File: config.mk
export PLATFORM = sky130hd
export DESIGN_NAME = controlUnit
export DESIGN_NICKNAME = d
export VERILOG_FILES = /design/src/ctrlPkg.sv /design/src/controlUnit.sv /design/src/ctrlWordGen.sv /design/src/instrLatch.sv /design/src/stepCounter.sv
export SDC_FILE = /design/constraint.sdc
export NUM_CORES = 1
export LEC_CHECK = 0
export ABC_AREA = 1
export BUFFER_PORTS_ARGS = -buffer_cell sky130_fd_sc_hd__buf_2
export CORE_ASPECT_RATIO = 1.2
export CORE_MARGIN = 1.5
export CORE_UTILIZATION = 49
export CTS_CLUSTER_SIZE = 20
export DETAILED_ROUTE_END_ITERATION = 10
export HOLD_SLACK_MARGIN = 0.06
export MAX_ROUTING_LAYER = met4
export PLACE_DENSITY = 0.79
export SKIP_CTS_REPAIR_TIMING = 1
export SLEW_MARGIN = 20
export SYNTH_ARGS = -nofsm -noshare
export SYNTH_HDL_FRONTEND = slang
export SYNTH_SLANG_ARGS = --single-unit
export TNS_END_PERCENT = 5
File: constraint.sdc
create_clock -name Clock -period 1.8 [get_ports Clock]
set_clock_uncertainty 0.1 [all_clocks]
set_input_delay 0.36 -clock Clock [delete_from_list [all_inputs] [get_ports Clock]]
set_output_delay 0.36 -clock Clock [all_outputs]
set_load 0.03 [all_outputs]
File: src/ctrlPkg.sv
package ctrlPkg;

    ////////////////////////////////////////////////////////////
    // Instruction word, decoded two ways

    typedef struct packed {
        logic [5:0] opcode;
        logic       sFlag;    // Write flags
        logic       dstHigh;  // Set for general file
        logic [1:0] dstLow;
        logic [2:0] sreg1;
        logic [2:0] sreg2;
    } regForm_t;

    typedef struct packed {
        logic [5:0] opcode;
        logic [1:0] rsel;
        logic [7:0] address;  // Branch offset
    } addrForm_t;

    typedef union packed {
        regForm_t  regForm;   // ALU and inc/dec
        addrForm_t addrForm;  // Branches
    } instr_u;

    // Bit 2 picks the general file
    typedef logic [2:0] dst_t;

    typedef enum logic [2:0] {
        ClsNop,
        ClsBranch,
        ClsIncDec,
        ClsUnary,
        ClsBinary
    } instrClass_e;

    typedef enum logic [4:0] {
        PassA = 5'b10000,
        Not   = 5'b10010,
        Add   = 5'b10100,
        AddC  = 5'b10101,
        Sub   = 5'b10110,
        And   = 5'b10111,
        Or    = 5'b11000,
        Xor   = 5'b11001,
        Nand  = 5'b11010,
        Lsl   = 5'b11011,
        Lsr   = 5'b11100,
        Asr   = 5'b11101,
        Csl   = 5'b11110,
        Csr   = 5'b11111
    } aluOp_e;

    // Same codes in both register files
    typedef enum logic [2:0] {
        Dec   = 3'b000,
        Inc   = 3'b001,
        Load  = 3'b010,
        Clear = 3'b011
    } regFun_e;

    typedef enum logic [1:0] {
        MuxAAluOut = 2'b00,
        MuxAOutC   = 2'b01,
        MuxAIrOut  = 2'b11
    } muxASrc_e;

    typedef enum logic [1:0] {
        MuxBAluOut = 2'b00,
        MuxBOutC   = 2'b01
    } muxBSrc_e;

    typedef struct packed {
        logic z;
        logic c;
        logic n;
        logic o;
    } aluFlags_t;

    ////////////////////////////////////////////////////////////
    // Datapath control word

    typedef struct packed {
        regFun_e    arfFunSel;
        logic [2:0] arfRegSel;   // Active low enables
        logic [1:0] arfOutCSel;
        logic [1:0] arfOutDSel;
        regFun_e    rfFunSel;
        logic [3:0] rfRegSel;    // Active low enables
        logic [3:0] rfScrSel;
        logic [2:0] rfOutASel;
        logic [2:0] rfOutBSel;
        aluOp_e     aluFunSel;
        logic       aluWf;
        muxASrc_e   muxASel;
        muxBSrc_e   muxBSel;
        logic       memCs;       // Active low
        logic       memWr;
        logic       irLh;
        logic       irWrite;
    } ctrlWord_t;

    typedef struct packed {
        instrClass_e cls;
        aluOp_e      aluOp;
        logic        isDec;
        logic        wantZ;      // Z value that takes the branch
        logic        needZ;      // Branch depends on Z
        logic        writeFlags;
        dst_t        dst;
        logic [2:0]  sreg1;
        logic [2:0]  sreg2;
        logic [5:0]  opcode;
    } decInstr_t;

    localparam ctrlWord_t CtrlIdle = '{
        arfFunSel:  Dec,
        arfRegSel:  3'b111,
        arfOutCSel: 2'b00,
        arfOutDSel: 2'b00,
        rfFunSel:   Dec,
        rfRegSel:   4'b1111,
        rfScrSel:   4'b1111,
        rfOutASel:  3'b000,
        rfOutBSel:  3'b000,
        aluFunSel:  aluOp_e'(5'b00000),
        aluWf:      1'b0,
        muxASel:    MuxAAluOut,
        muxBSel:    MuxBAluOut,
        memCs:      1'b1,
        memWr:      1'b0,
        irLh:       1'b0,
        irWrite:    1'b0
    };

    localparam logic [2:0] SelS1 = 3'b100;  // Scratch outputs
    localparam logic [2:0] SelS2 = 3'b101;
    localparam logic [3:0] ScrS1 = 4'b0111;
    localparam logic [3:0] ScrS2 = 4'b1011;
    localparam logic [2:0] ArfSelPc = 3'b011;
    localparam logic [2:0] ArfSelSp = 3'b110;
    localparam logic [2:0] ArfSelAr = 3'b101;

    localparam logic [5:0] OpBra = 6'd0;
    localparam logic [5:0] OpInc = 6'd5;
    localparam logic [5:0] OpDec = 6'd6;
    localparam logic [5:0] OpMov = 6'd24;   // Pass with flag write

    localparam int StepFetchLo = 0;
    localparam int StepFetchHi = 1;
    localparam int StepDecode  = 2;
    localparam int StepExec3   = 3;
    localparam int StepExec4   = 4;
    localparam int StepExec5   = 5;

endpackage

File: src/controlUnit.sv
`timescale 1ns/1ps

module controlUnit #(
    parameter int numSteps = 8
) (
    input  logic                 Clock,
    input  logic                 rstN,
    input  ctrlPkg::instr_u      irWord,
    input  ctrlPkg::aluFlags_t   flags,
    output ctrlPkg::ctrlWord_t   ctrl,
    output logic [numSteps-1:0]  step
);
    import ctrlPkg::*;

    decInstr_t instr;
    logic      done;   // Last step of the instruction

    stepCounter #(
        .numSteps(numSteps)
    ) uStepCounter (
        .Clock (Clock),
        .rstN  (rstN),
        .done  (done),
        .step  (step)
    );

    instrLatch #(
        .numSteps(numSteps)
    ) uInstrLatch (
        .Clock  (Clock),
        .rstN   (rstN),
        .step   (step),
        .irWord (irWord),
        .instr  (instr)
    );

    ctrlWordGen #(
        .numSteps(numSteps)
    ) uCtrlWordGen (
        .step  (step),
        .instr (instr),
        .flags (flags),
        .ctrl  (ctrl),
        .done  (done)
    );

endmodule

File: src/ctrlWordGen.sv
`timescale 1ns/1ps

module ctrlWordGen #(
    parameter int numSteps = 8
) (
    input  logic [numSteps-1:0]  step,
    input  ctrlPkg::decInstr_t   instr,
    input  ctrlPkg::aluFlags_t   flags,
    output ctrlPkg::ctrlWord_t   ctrl,
    output logic                 done
);
    import ctrlPkg::*;

    logic taken;

    ////////////////////////////////////////////////////////////
    // Select encodings

    // Register code to OutC select
    function automatic logic [1:0] arfOutCode(input logic [1:0] code);
        case (code)
            2'b10:   return 2'b11;  // SP
            2'b11:   return 2'b10;  // AR
            default: return 2'b00;  // PC for 00 and 01
        endcase
    endfunction

    function automatic logic [3:0] rfDstSel(input logic [1:0] code);
        case (code)
            2'b00:   return 4'b0111;  // R1
            2'b01:   return 4'b1011;  // R2
            2'b10:   return 4'b1101;  // R3
            default: return 4'b1110;  // R4
        endcase
    endfunction

    function automatic logic [2:0] arfDstSel(input logic [1:0] code);
        case (code)
            2'b10:   return ArfSelSp;
            2'b11:   return ArfSelAr;
            default: return ArfSelPc;
        endcase
    endfunction

    // General register direct, address register through scratch
    function automatic logic [2:0] outSel(input logic [2:0] sreg, input logic [2:0] scrSel);
        return sreg[2] ? {1'b0, sreg[1:0]} : scrSel;
    endfunction

    ////////////////////////////////////////////////////////////
    // Step actions

    // Copy an address register into a scratch register
    function automatic ctrlWord_t loadScratch(
        input ctrlWord_t  c,
        input logic [2:0] sreg,
        input logic [3:0] scr
    );
        if (!sreg[2])
        begin
            c.arfOutCSel = arfOutCode(sreg[1:0]);
            c.muxASel    = MuxAOutC;
            c.rfFunSel   = Load;
            c.rfScrSel   = scr;
        end
        return c;
    endfunction

    function automatic ctrlWord_t destWrite(
        input ctrlWord_t c,
        input decInstr_t d,
        input aluOp_e    op
    );
        c.aluFunSel = op;
        c.rfOutASel = outSel(d.sreg1, SelS1);
        c.rfOutBSel = outSel(d.sreg2, SelS2);
        c.aluWf     = d.writeFlags;
        if (d.dst[2])
        begin
            c.muxASel  = MuxAAluOut;
            c.rfFunSel = Load;
            c.rfRegSel = rfDstSel(d.dst[1:0]);
        end
        else
        begin
            c.muxBSel   = MuxBAluOut;
            c.arfFunSel = Load;
            c.arfRegSel = arfDstSel(d.dst[1:0]);
        end
        return c;
    endfunction

    // Count the copied value in place
    function automatic ctrlWord_t destStep(input ctrlWord_t c, input decInstr_t d);
        regFun_e fun;
        fun = d.isDec ? Dec : Inc;
        if (d.dst[2])
        begin
            c.rfFunSel = fun;
            c.rfRegSel = rfDstSel(d.dst[1:0]);
        end
        else
        begin
            c.arfFunSel = fun;
            c.arfRegSel = arfDstSel(d.dst[1:0]);
        end
        return c;
    endfunction

    assign taken = !instr.needZ || (flags.z == instr.wantZ);

    ////////////////////////////////////////////////////////////
    // Control word per step

    always_comb
    begin
        ctrl = CtrlIdle;
        done = 1'b0;
        if (step[StepFetchLo] || step[StepFetchHi])
        begin
            ctrl.memCs      = 1'b0;
            ctrl.arfOutDSel = 2'b01;          // PC to memory address
            ctrl.arfRegSel  = ArfSelPc;
            ctrl.arfFunSel  = Inc;
            ctrl.irWrite    = 1'b1;
            ctrl.irLh       = step[StepFetchHi];  // High byte second
        end
        else if (step[StepExec3])
        begin
            case (instr.cls)
                ClsBranch:
                begin
                    if (taken)
                        ctrl = loadScratch(ctrl, 3'b000, ScrS1);  // S1 <- PC
                    else
                        done = 1'b1;
                end
                ClsIncDec, ClsUnary, ClsBinary:
                    ctrl = loadScratch(ctrl, instr.sreg1, ScrS1);
                default:
                    done = 1'b1;
            endcase
        end
        else if (step[StepExec4])
        begin
            case (instr.cls)
                ClsBranch:
                begin
                    ctrl.muxASel  = MuxAIrOut;    // S2 <- offset
                    ctrl.rfFunSel = Load;
                    ctrl.rfScrSel = ScrS2;
                end
                ClsBinary:
                    ctrl = loadScratch(ctrl, instr.sreg2, ScrS2);
                ClsUnary:
                begin
                    ctrl = destWrite(ctrl, instr, instr.aluOp);
                    done = 1'b1;
                end
                ClsIncDec:
                    ctrl = destWrite(ctrl, instr, PassA);  // Copy source first
                default:
                    ctrl = CtrlIdle;
            endcase
        end
        else if (step[StepExec5])
        begin
            case (instr.cls)
                ClsBranch:
                begin
                    ctrl.rfOutASel = SelS1;
                    ctrl.rfOutBSel = SelS2;
                    ctrl.aluFunSel = Add;         // PC plus offset
                    ctrl.muxBSel   = MuxBAluOut;
                    ctrl.arfRegSel = ArfSelPc;
                    ctrl.arfFunSel = Load;
                    done           = 1'b1;
                end
                ClsBinary:
                begin
                    ctrl = destWrite(ctrl, instr, instr.aluOp);
                    done = 1'b1;
                end
                ClsIncDec:
                begin
                    ctrl = destStep(ctrl, instr);
                    done = 1'b1;
                end
                default:
                    ctrl = CtrlIdle;
            endcase
        end
    end

    // Fetch and decode always run to T3
    assert property (@(step)
        (done === 1'b1) |-> (step[StepDecode:StepFetchLo] === 3'b000))
        else $error("done raised before T3");

endmodule

File: src/instrLatch.sv
`timescale 1ns/1ps

module instrLatch #(
    parameter int numSteps = 8
) (
    input  logic                  Clock,
    input  logic                  rstN,
    input  logic [numSteps-1:0]   step,
    input  ctrlPkg::instr_u       irWord,
    output ctrlPkg::decInstr_t    instr
);
    import ctrlPkg::*;

    decInstr_t   decoded;
    decInstr_t   held;
    instrClass_e clsQ;

    ////////////////////////////////////////////////////////////
    // Opcode decode

    always_comb
    begin
        decoded            = '0;
        decoded.cls        = ClsNop;
        decoded.aluOp      = PassA;
        decoded.opcode     = irWord.regForm.opcode;
        decoded.dst        = {irWord.regForm.dstHigh, irWord.regForm.dstLow};
        decoded.sreg1      = irWord.regForm.sreg1;
        decoded.sreg2      = irWord.regForm.sreg2;
        decoded.isDec      = (irWord.regForm.opcode == OpDec);
        // Opcode 1 wants Z clear, opcode 2 wants Z set
        decoded.needZ      = |irWord.addrForm.opcode[1:0];
        decoded.wantZ      = irWord.addrForm.opcode[1];

        case (irWord.regForm.opcode)
            6'd0, 6'd1, 6'd2: decoded.cls = ClsBranch;
            OpInc, OpDec:     decoded.cls = ClsIncDec;
            6'd7:  begin decoded.cls = ClsUnary;  decoded.aluOp = Lsl;  end
            6'd8:  begin decoded.cls = ClsUnary;  decoded.aluOp = Lsr;  end
            6'd9:  begin decoded.cls = ClsUnary;  decoded.aluOp = Asr;  end
            6'd10: begin decoded.cls = ClsUnary;  decoded.aluOp = Csl;  end
            6'd11: begin decoded.cls = ClsUnary;  decoded.aluOp = Csr;  end
            6'd14: begin decoded.cls = ClsUnary;  decoded.aluOp = Not;  end
            OpMov: begin decoded.cls = ClsUnary;  decoded.aluOp = PassA; end
            6'd12, 6'd27: begin decoded.cls = ClsBinary; decoded.aluOp = And;  end
            6'd13, 6'd28: begin decoded.cls = ClsBinary; decoded.aluOp = Or;   end
            6'd15, 6'd29: begin decoded.cls = ClsBinary; decoded.aluOp = Xor;  end
            6'd16: begin decoded.cls = ClsBinary; decoded.aluOp = Nand; end
            6'd21, 6'd25: begin decoded.cls = ClsBinary; decoded.aluOp = Add;  end
            6'd22: begin decoded.cls = ClsBinary; decoded.aluOp = AddC; end
            6'd23, 6'd26: begin decoded.cls = ClsBinary; decoded.aluOp = Sub;  end
            default: decoded.cls = ClsNop;  // Dropped opcodes
        endcase

        // 24 to 29 always write flags, the rest follow sFlag
        decoded.writeFlags = (irWord.regForm.opcode >= OpMov && irWord.regForm.opcode <= 6'd29)
            || ((decoded.cls inside {ClsUnary, ClsBinary}) && irWord.regForm.sFlag);
    end

    ////////////////////////////////////////////////////////////
    // Capture on the edge that ends T2

    always_ff @(posedge Clock or negedge rstN)
    begin
        if (!rstN)
            clsQ <= ClsNop;
        else if (step[StepDecode])
            clsQ <= decoded.cls;
    end

    always_ff @(posedge Clock)
    begin
        if (step[StepDecode])
            held <= decoded;
    end

    always_comb
    begin
        instr     = held;
        instr.cls = clsQ;
    end

    assert property (@(posedge Clock) disable iff (!rstN)
        (clsQ inside {ClsUnary, ClsBinary} && held.aluOp == PassA) |-> held.opcode == OpMov)
        else $error("ALU instruction latched with PassA");

endmodule

File: src/stepCounter.sv
`timescale 1ns/1ps

module stepCounter #(
    parameter int numSteps = 8
) (
    input  logic                Clock,
    input  logic                rstN,
    input  logic                done,
    output logic [numSteps-1:0] step
);
    import ctrlPkg::*;

    localparam logic [numSteps-1:0] FirstStep = numSteps'(1) << StepFetchLo;

    logic [numSteps-1:0] stepQ;

    // Execute steps need T0 to T5
    if (numSteps < StepExec5 + 1)
    begin : gWidthCheck
        $error("stepCounter needs at least six steps");
    end

    always_ff @(posedge Clock or negedge rstN)
    begin
        if (!rstN)
        begin
            stepQ <= FirstStep;
        end
        else if (done)
        begin
            stepQ <= FirstStep;             // Next instruction
        end
        else
        begin
            stepQ <= stepQ << 1;
        end
    end

    assign step = stepQ;

    ////////////////////////////////////////////////////////////
    // Checks

    // Shifting never loses the token
    assert property (@(posedge Clock) disable iff (!rstN) $onehot(stepQ))
        else $error("step is not one-hot");

    // Generator must end every instruction before the top step
    assert property (@(posedge Clock) disable iff (!rstN) stepQ[numSteps-1] |-> done)
        else $error("step ran past the last step");

endmodule

Yosys cells after proc, flatten, opt, wreduce, memory -nomap -nowiden
Index checks and enable logic that the tools add are counted.
Widths: inputs -> output; s select.
{"block": "totals", "register_bits": 29, "latch_bits": 0, "mem_bits_rw": 0, "romBits": 0, "in_bits": 22, "output_inout_bits": 49, "elab_cells": 123, "memories": 0}
{"block": "classes", "addsub": 0, "n_mul": 0, "n_div": 0, "magnitude_cmp": 2, "eq_ne": 37, "n_shift": 0, "n_mux": 52, "n_bitwise": 0, "n_reduce_logical": 22}
{"cell": "$mux 41", "count": 3}
{"cell": "$pmux 41 s2", "count": 1}
{"cell": "$eq 6x5->1 const B", "count": 10}
{"cell": "$pmux 4 s13", "count": 1}
{"cell": "$eq 6x4->1 const B", "count": 8}
{"cell": "$pmux 11 s2", "count": 2}
{"cell": "$mux 30", "count": 1}
{"cell": "$mux 27", "count": 1}
{"cell": "$pmux 12 s2", "count": 1}
{"cell": "$eq 6x3->1 const B", "count": 3}
{"cell": "$mux 6", "count": 3}
{"cell": "$pmux 6 s3", "count": 1}
{"cell": "$pmux 9 s2", "count": 1}
{"cell": "$reduce_or 2->1", "count": 8}
{"cell": "$mux 2", "count": 7}
{"cell": "$eq 2x2->1 const B", "count": 6}
{"cell": "$mux 1", "count": 12}
{"cell": "$mux 3", "count": 4}
{"cell": "$pmux 2 s2", "count": 3}
{"cell": "$pmux 3 s2", "count": 2}
{"cell": "$pmux 3 s4", "count": 1}
{"cell": "$pmux 4 s3", "count": 1}
{"cell": "$reduce_or 12->1", "count": 1}
{"cell": "$eq 3x2->1 const B", "count": 3}
{"cell": "other kinds (22)", "count": 29}

Longest topological paths before layout
{"block": "logic_depth", "ltp_word": 8, "mapped_depth": 9, "mapped_depth_nobuf": 9}

By module
Synthesis repeated with hierarchy kept, for this count alone.
{"block": "hier_totals", "cells_unflattened": 281, "hier_area_um2": 2137.0}
{"mod": "instrLatch", "instances": 1, "cells_per_inst": 113, "area_each_um2": 1183.6, "seq_area_each_um2": 735.7}
{"mod": "ctrlWordGen", "instances": 1, "cells_per_inst": 146, "area_each_um2": 699.4, "seq_area_each_um2": 0.0}
{"mod": "stepCounter", "instances": 1, "cells_per_inst": 22, "area_each_um2": 254.0, "seq_area_each_um2": 201.4}

Worst setup path after synthesis
No wires, ideal clock.
{"block": "synth_path", "kind": "flip-flop to output port", "from": "reg uStepCounter.stepQ[1] (netlist: uStepCounter.step[1])", "to": "out ctrl[15] (netlist name)", "arrival_time_ns": 1.853, "required_time_ns": 1.340, "path_slack_ns": -0.513, "path_stages_with_launch": 6, "path_buffers": 0, "cell_sequence": "dfrtp_1 > nor2_4 > nand2_2 > clkinv_2 > nand2_2 > nor3_1"}
{"item": "start: declaration", "line_no": "stepCounter.sv:15", "source": "logic [numSteps-1:0] stepQ;"}
{"item": "start signal: assignment", "line_no": "stepCounter.sv:27", "source": "stepQ <= FirstStep;"}
{"item": "start signal: assignment", "line_no": "stepCounter.sv:31", "source": "stepQ <= FirstStep;"}
{"item": "start signal: assignment", "line_no": "stepCounter.sv:35", "source": "stepQ <= stepQ << 1;"}
{"item": "end: declaration", "line_no": "controlUnit.sv:10", "source": "output ctrlPkg::ctrlWord_t ctrl,"}

==> out/qor.txt <==
YS warnings - 0
Layout Nets - 357
Starting Density - 51.33%
Final hold vios - 0
Post-synth cell types - 32
PortBufs - 59
Maximum clock path buffer count - 2
Gate count after technology mapping - 251
Clk sink count - 28
CP Capture Type - primary output
Critical Path Most Common Cell - inv_2
Mux cell area share after synthesis - 0%
Total power - 1.144 mW
ANT cells - 0
Async S/R FF share, synth - 39.29%
Avg Vias per Cell - 5.415
Crit path time final - 2.251 ns
Sequential share of power - 59.6%
Yosys top cell area share - 27.15%
Worst-path clk slew - 0.09 ns
Clk pwr share - 29.9%
Count leader, synth - nand2_1
First-pass GRT wire length - 7.624 mm
Cell Int Power - 0.8712 mW
I/O pin count - 71
ANT nets after route - 0
#FFs+latches synth - 28
Final Cycle Share - 125.1%
Skew-Pair Late Insertion Delay - 0.27 ns
Switching Fraction - 23.85%
Avg WL per Cell - 15.87 um
Post-synthesis area per instance - 7.492 um^2
DR DRC count - 0
Main combinational cell family by area after synthesis - simple AND/OR/NAND/NOR gates
Pre-CTS WS - -0.08812 ns
CP max-delay cell - dfrtp_1
Max-slew violation count - 0
WS Path Type - reg -> out
Run status - finished with violations
Top FF cell, synth - edfxtp_1
CTS tree - done
Gr ovfl total - 0
Arrival time at the worst endpoint - 1.79 ns
Area delta synth->final - 51.50%
Final WL - 6.125 mm
Placed Cells - 379
Maximum VDD drop - 0.0002334 V
Comb pwr share - 10.5%
Cells along the critical path - inv_2 -> nand2_2 -> inv_2 -> nor2_4 -> inv_2 -> nand2_1 -> nor2_1 -> nor2_1 -> nor2_2 -> buf_6
FMAX - 444.2 MHz
Number of detailed-route iterations in the first pass - 5
Synth Area in XOR/XNOR - 0%
DIE HEIGHT - 70.86 um
Failing checks - negative setup slack
TritonCTS Buffers - 3
CP peak stage delay - 0.40 ns
Placeable Area - 3664 um^2
Vias in the first global route - 1870
EDFF count, synth - 17
Switching pwr - 0.2729 mW
Synth area leader - edfxtp_1
H-tree level count - 1
Layout cells sized above 1 - 49.40%
Bufs and invs on worst path - 4
Sequential fraction of the synthesis area - 41.85%
Largest cells by area after synthesis - edfxtp_1 27%, dfrtp_1 13%, nand2_1 10%, nand3_1 7.7%, nor2_1 6.4%
Post-synth top cells - 51 x nand2_1, 32 x nor2_1, 29 x nand3_1
Synth Area in Adders - 0%
Critical path fanouts, max - 3
Leak Pwr - 1.385 nW
Unrepaired setup endpoints after global routing - true
Vias - 2090
Startpoint types - register
Num rows - 24
Req. time, crit path - 1.34 ns
CP delay by family, top - simple AND/OR/NAND/NOR gates
Chip Width - 59.55 um
Mapped Area - 1881 um^2
Die footprint - 4220 um^2
Largest net degree at the start of global routing - 25
Synth Area in Compound Gates - 9.315%
HP Class - in -> reg
Drt first-iter violations - 191
Final Non-Filler Cells - 386
Final Setup Violations - 31
Initial antenna violation count - 0
Final HPWL DP - 3.788 mm
Tot GR Track Use - 23.91%
Final GP Congestion - 0.8809
Simple-gate portion of the synthesized area - 36.53%
PwrDens - 401.6 nW/um^2
Final WS setup - -0.4510 ns
CTS Root Cell - clkbuf_8
MaxCap Viol Count - 0
## flip-flops by register name, indices dropped and copies added, names as in the netlist
signal,flops
uInstrLatch.instr,17
uStepCounter.step,8
uInstrLatch.clsQ,3
## power by group through the flow
| stage | combinational, mW | clock [mW] | sequential, mW |
|---|---|---|---|
| final | 0.120 | 0.342 | 0.682 |
| after global routing | 0.131 | 0.369 | 0.682 |
| after CTS | 0.117 | 0.347 | 0.682 |
| after detailed placement | 0.117 | 0 | 0.696 |
| after global placement | 0.114 | 0 | 0.696 |
| after floorplan | 0.0880 | 0 | 0.696 |
## cell type report
| cell class | count | area, um^2 |
|---|---|---|
| Sequential cell | 28 | 789.5 |
| Timing Repair Buffer | 88 | 669.4 |
| Inverter | 33 | 131.4 |
| Fill cell | 244 | 814.5 |
| Tap cell | 52 | 65.06 |
| Clock buffer | 3 | 41.29 |
| Clock inverter | 1 | 3.754 |
| Multi-Input combinational cell | 181 | 1149 |
## cell usage in the layout, fill, tap and decap left out, types with 2 or more instances in the layout
cell type  netlist  final
dfrtp_1         10      8
nor3_1           6      3
nor2_4           4     10
nor2_2           4     11
a21boi_1         2      2
nand4_1          2      2
a21oi_2          0      2
nor3_2           2      3
nand3_1         29     28
nand2_2          7      8
conb_1           2      8
buf_4            9     31
o21ai_0          3      2
nor3_4           0      2
clkbuf_8         0      3
dfrtp_2          0      2
o21ai_1          6      3
nand3_4          0      3
nand3_2          4      2
nand2_4          0      5
inv_1           21     19
a21oi_4          0      4
nor2_1          32     19
o21ai_2          1      4
nand2_1         51     45
edfxtp_1        17     17
buf_2            1     32
buf_6            1     23
inv_2           11     12
a21oi_1         12      6
## cells by family (layout without fill, tap and decap cells)
group,count (synthesis),in the layout
compound gates,30,30
flops,28,28
buf+inv,48,125
other cells,2,8
simple gates,143,143
## worst register-to-register path, delay by kind of cell, from the launching register on
kind	cells	cell delay, ns
buffers and inverters	3	0.36
AND/OR/NAND/NOR	3	0.41
flip-flops	1	0.40
AO/OA/AOI/OAI	2	0.23
## metal layers
layer,part of all wire [%],GRT usage [%],wire [um]
met5,0,-,0
met3,6.9,2.925,422
met1,33,24.91,2035
met2,55,43.22,3377
met4,4.7,11.11,290
## path summary, 6_finish.rpt
check / startpoint / end / slack (ns) / cells past startpoint
max in group asynchronous: rstN / uStepCounter.step[0] / 0.96 / 2
worst min register to register: uStepCounter.step[0] / uStepCounter.step[1] / 0.34 / 0
worst min-delay path: irWord[1] / uInstrLatch.instr[7] / 0.16 / 1
worst max-delay path: uInstrLatch.clsQ[2] / ctrl[29] / -0.45 / 10
min in group asynchronous: rstN / uStepCounter.step[2] / 0.37 / 2
worst max register to register: uInstrLatch.clsQ[2] / uStepCounter.step[7] / 0.18 / 8
## through the flow
stage	utilization (%)	area (um^2)	TNS (ns)	hold slack (ns)
detailed placement	67.90	2487	-0.2513	0.1446
CTS	69.13	2532	-8.258	-0.1545
floorplan	-	2031	-2.776	-0.03559
global placement	67.90	2487	-0.1003	0.1372
finish	77.77	2849	-9.416	0.1553
global route	77.77	2849	-12.17	0.1478
No activity file was read; power rests on OpenSTA's default activity.
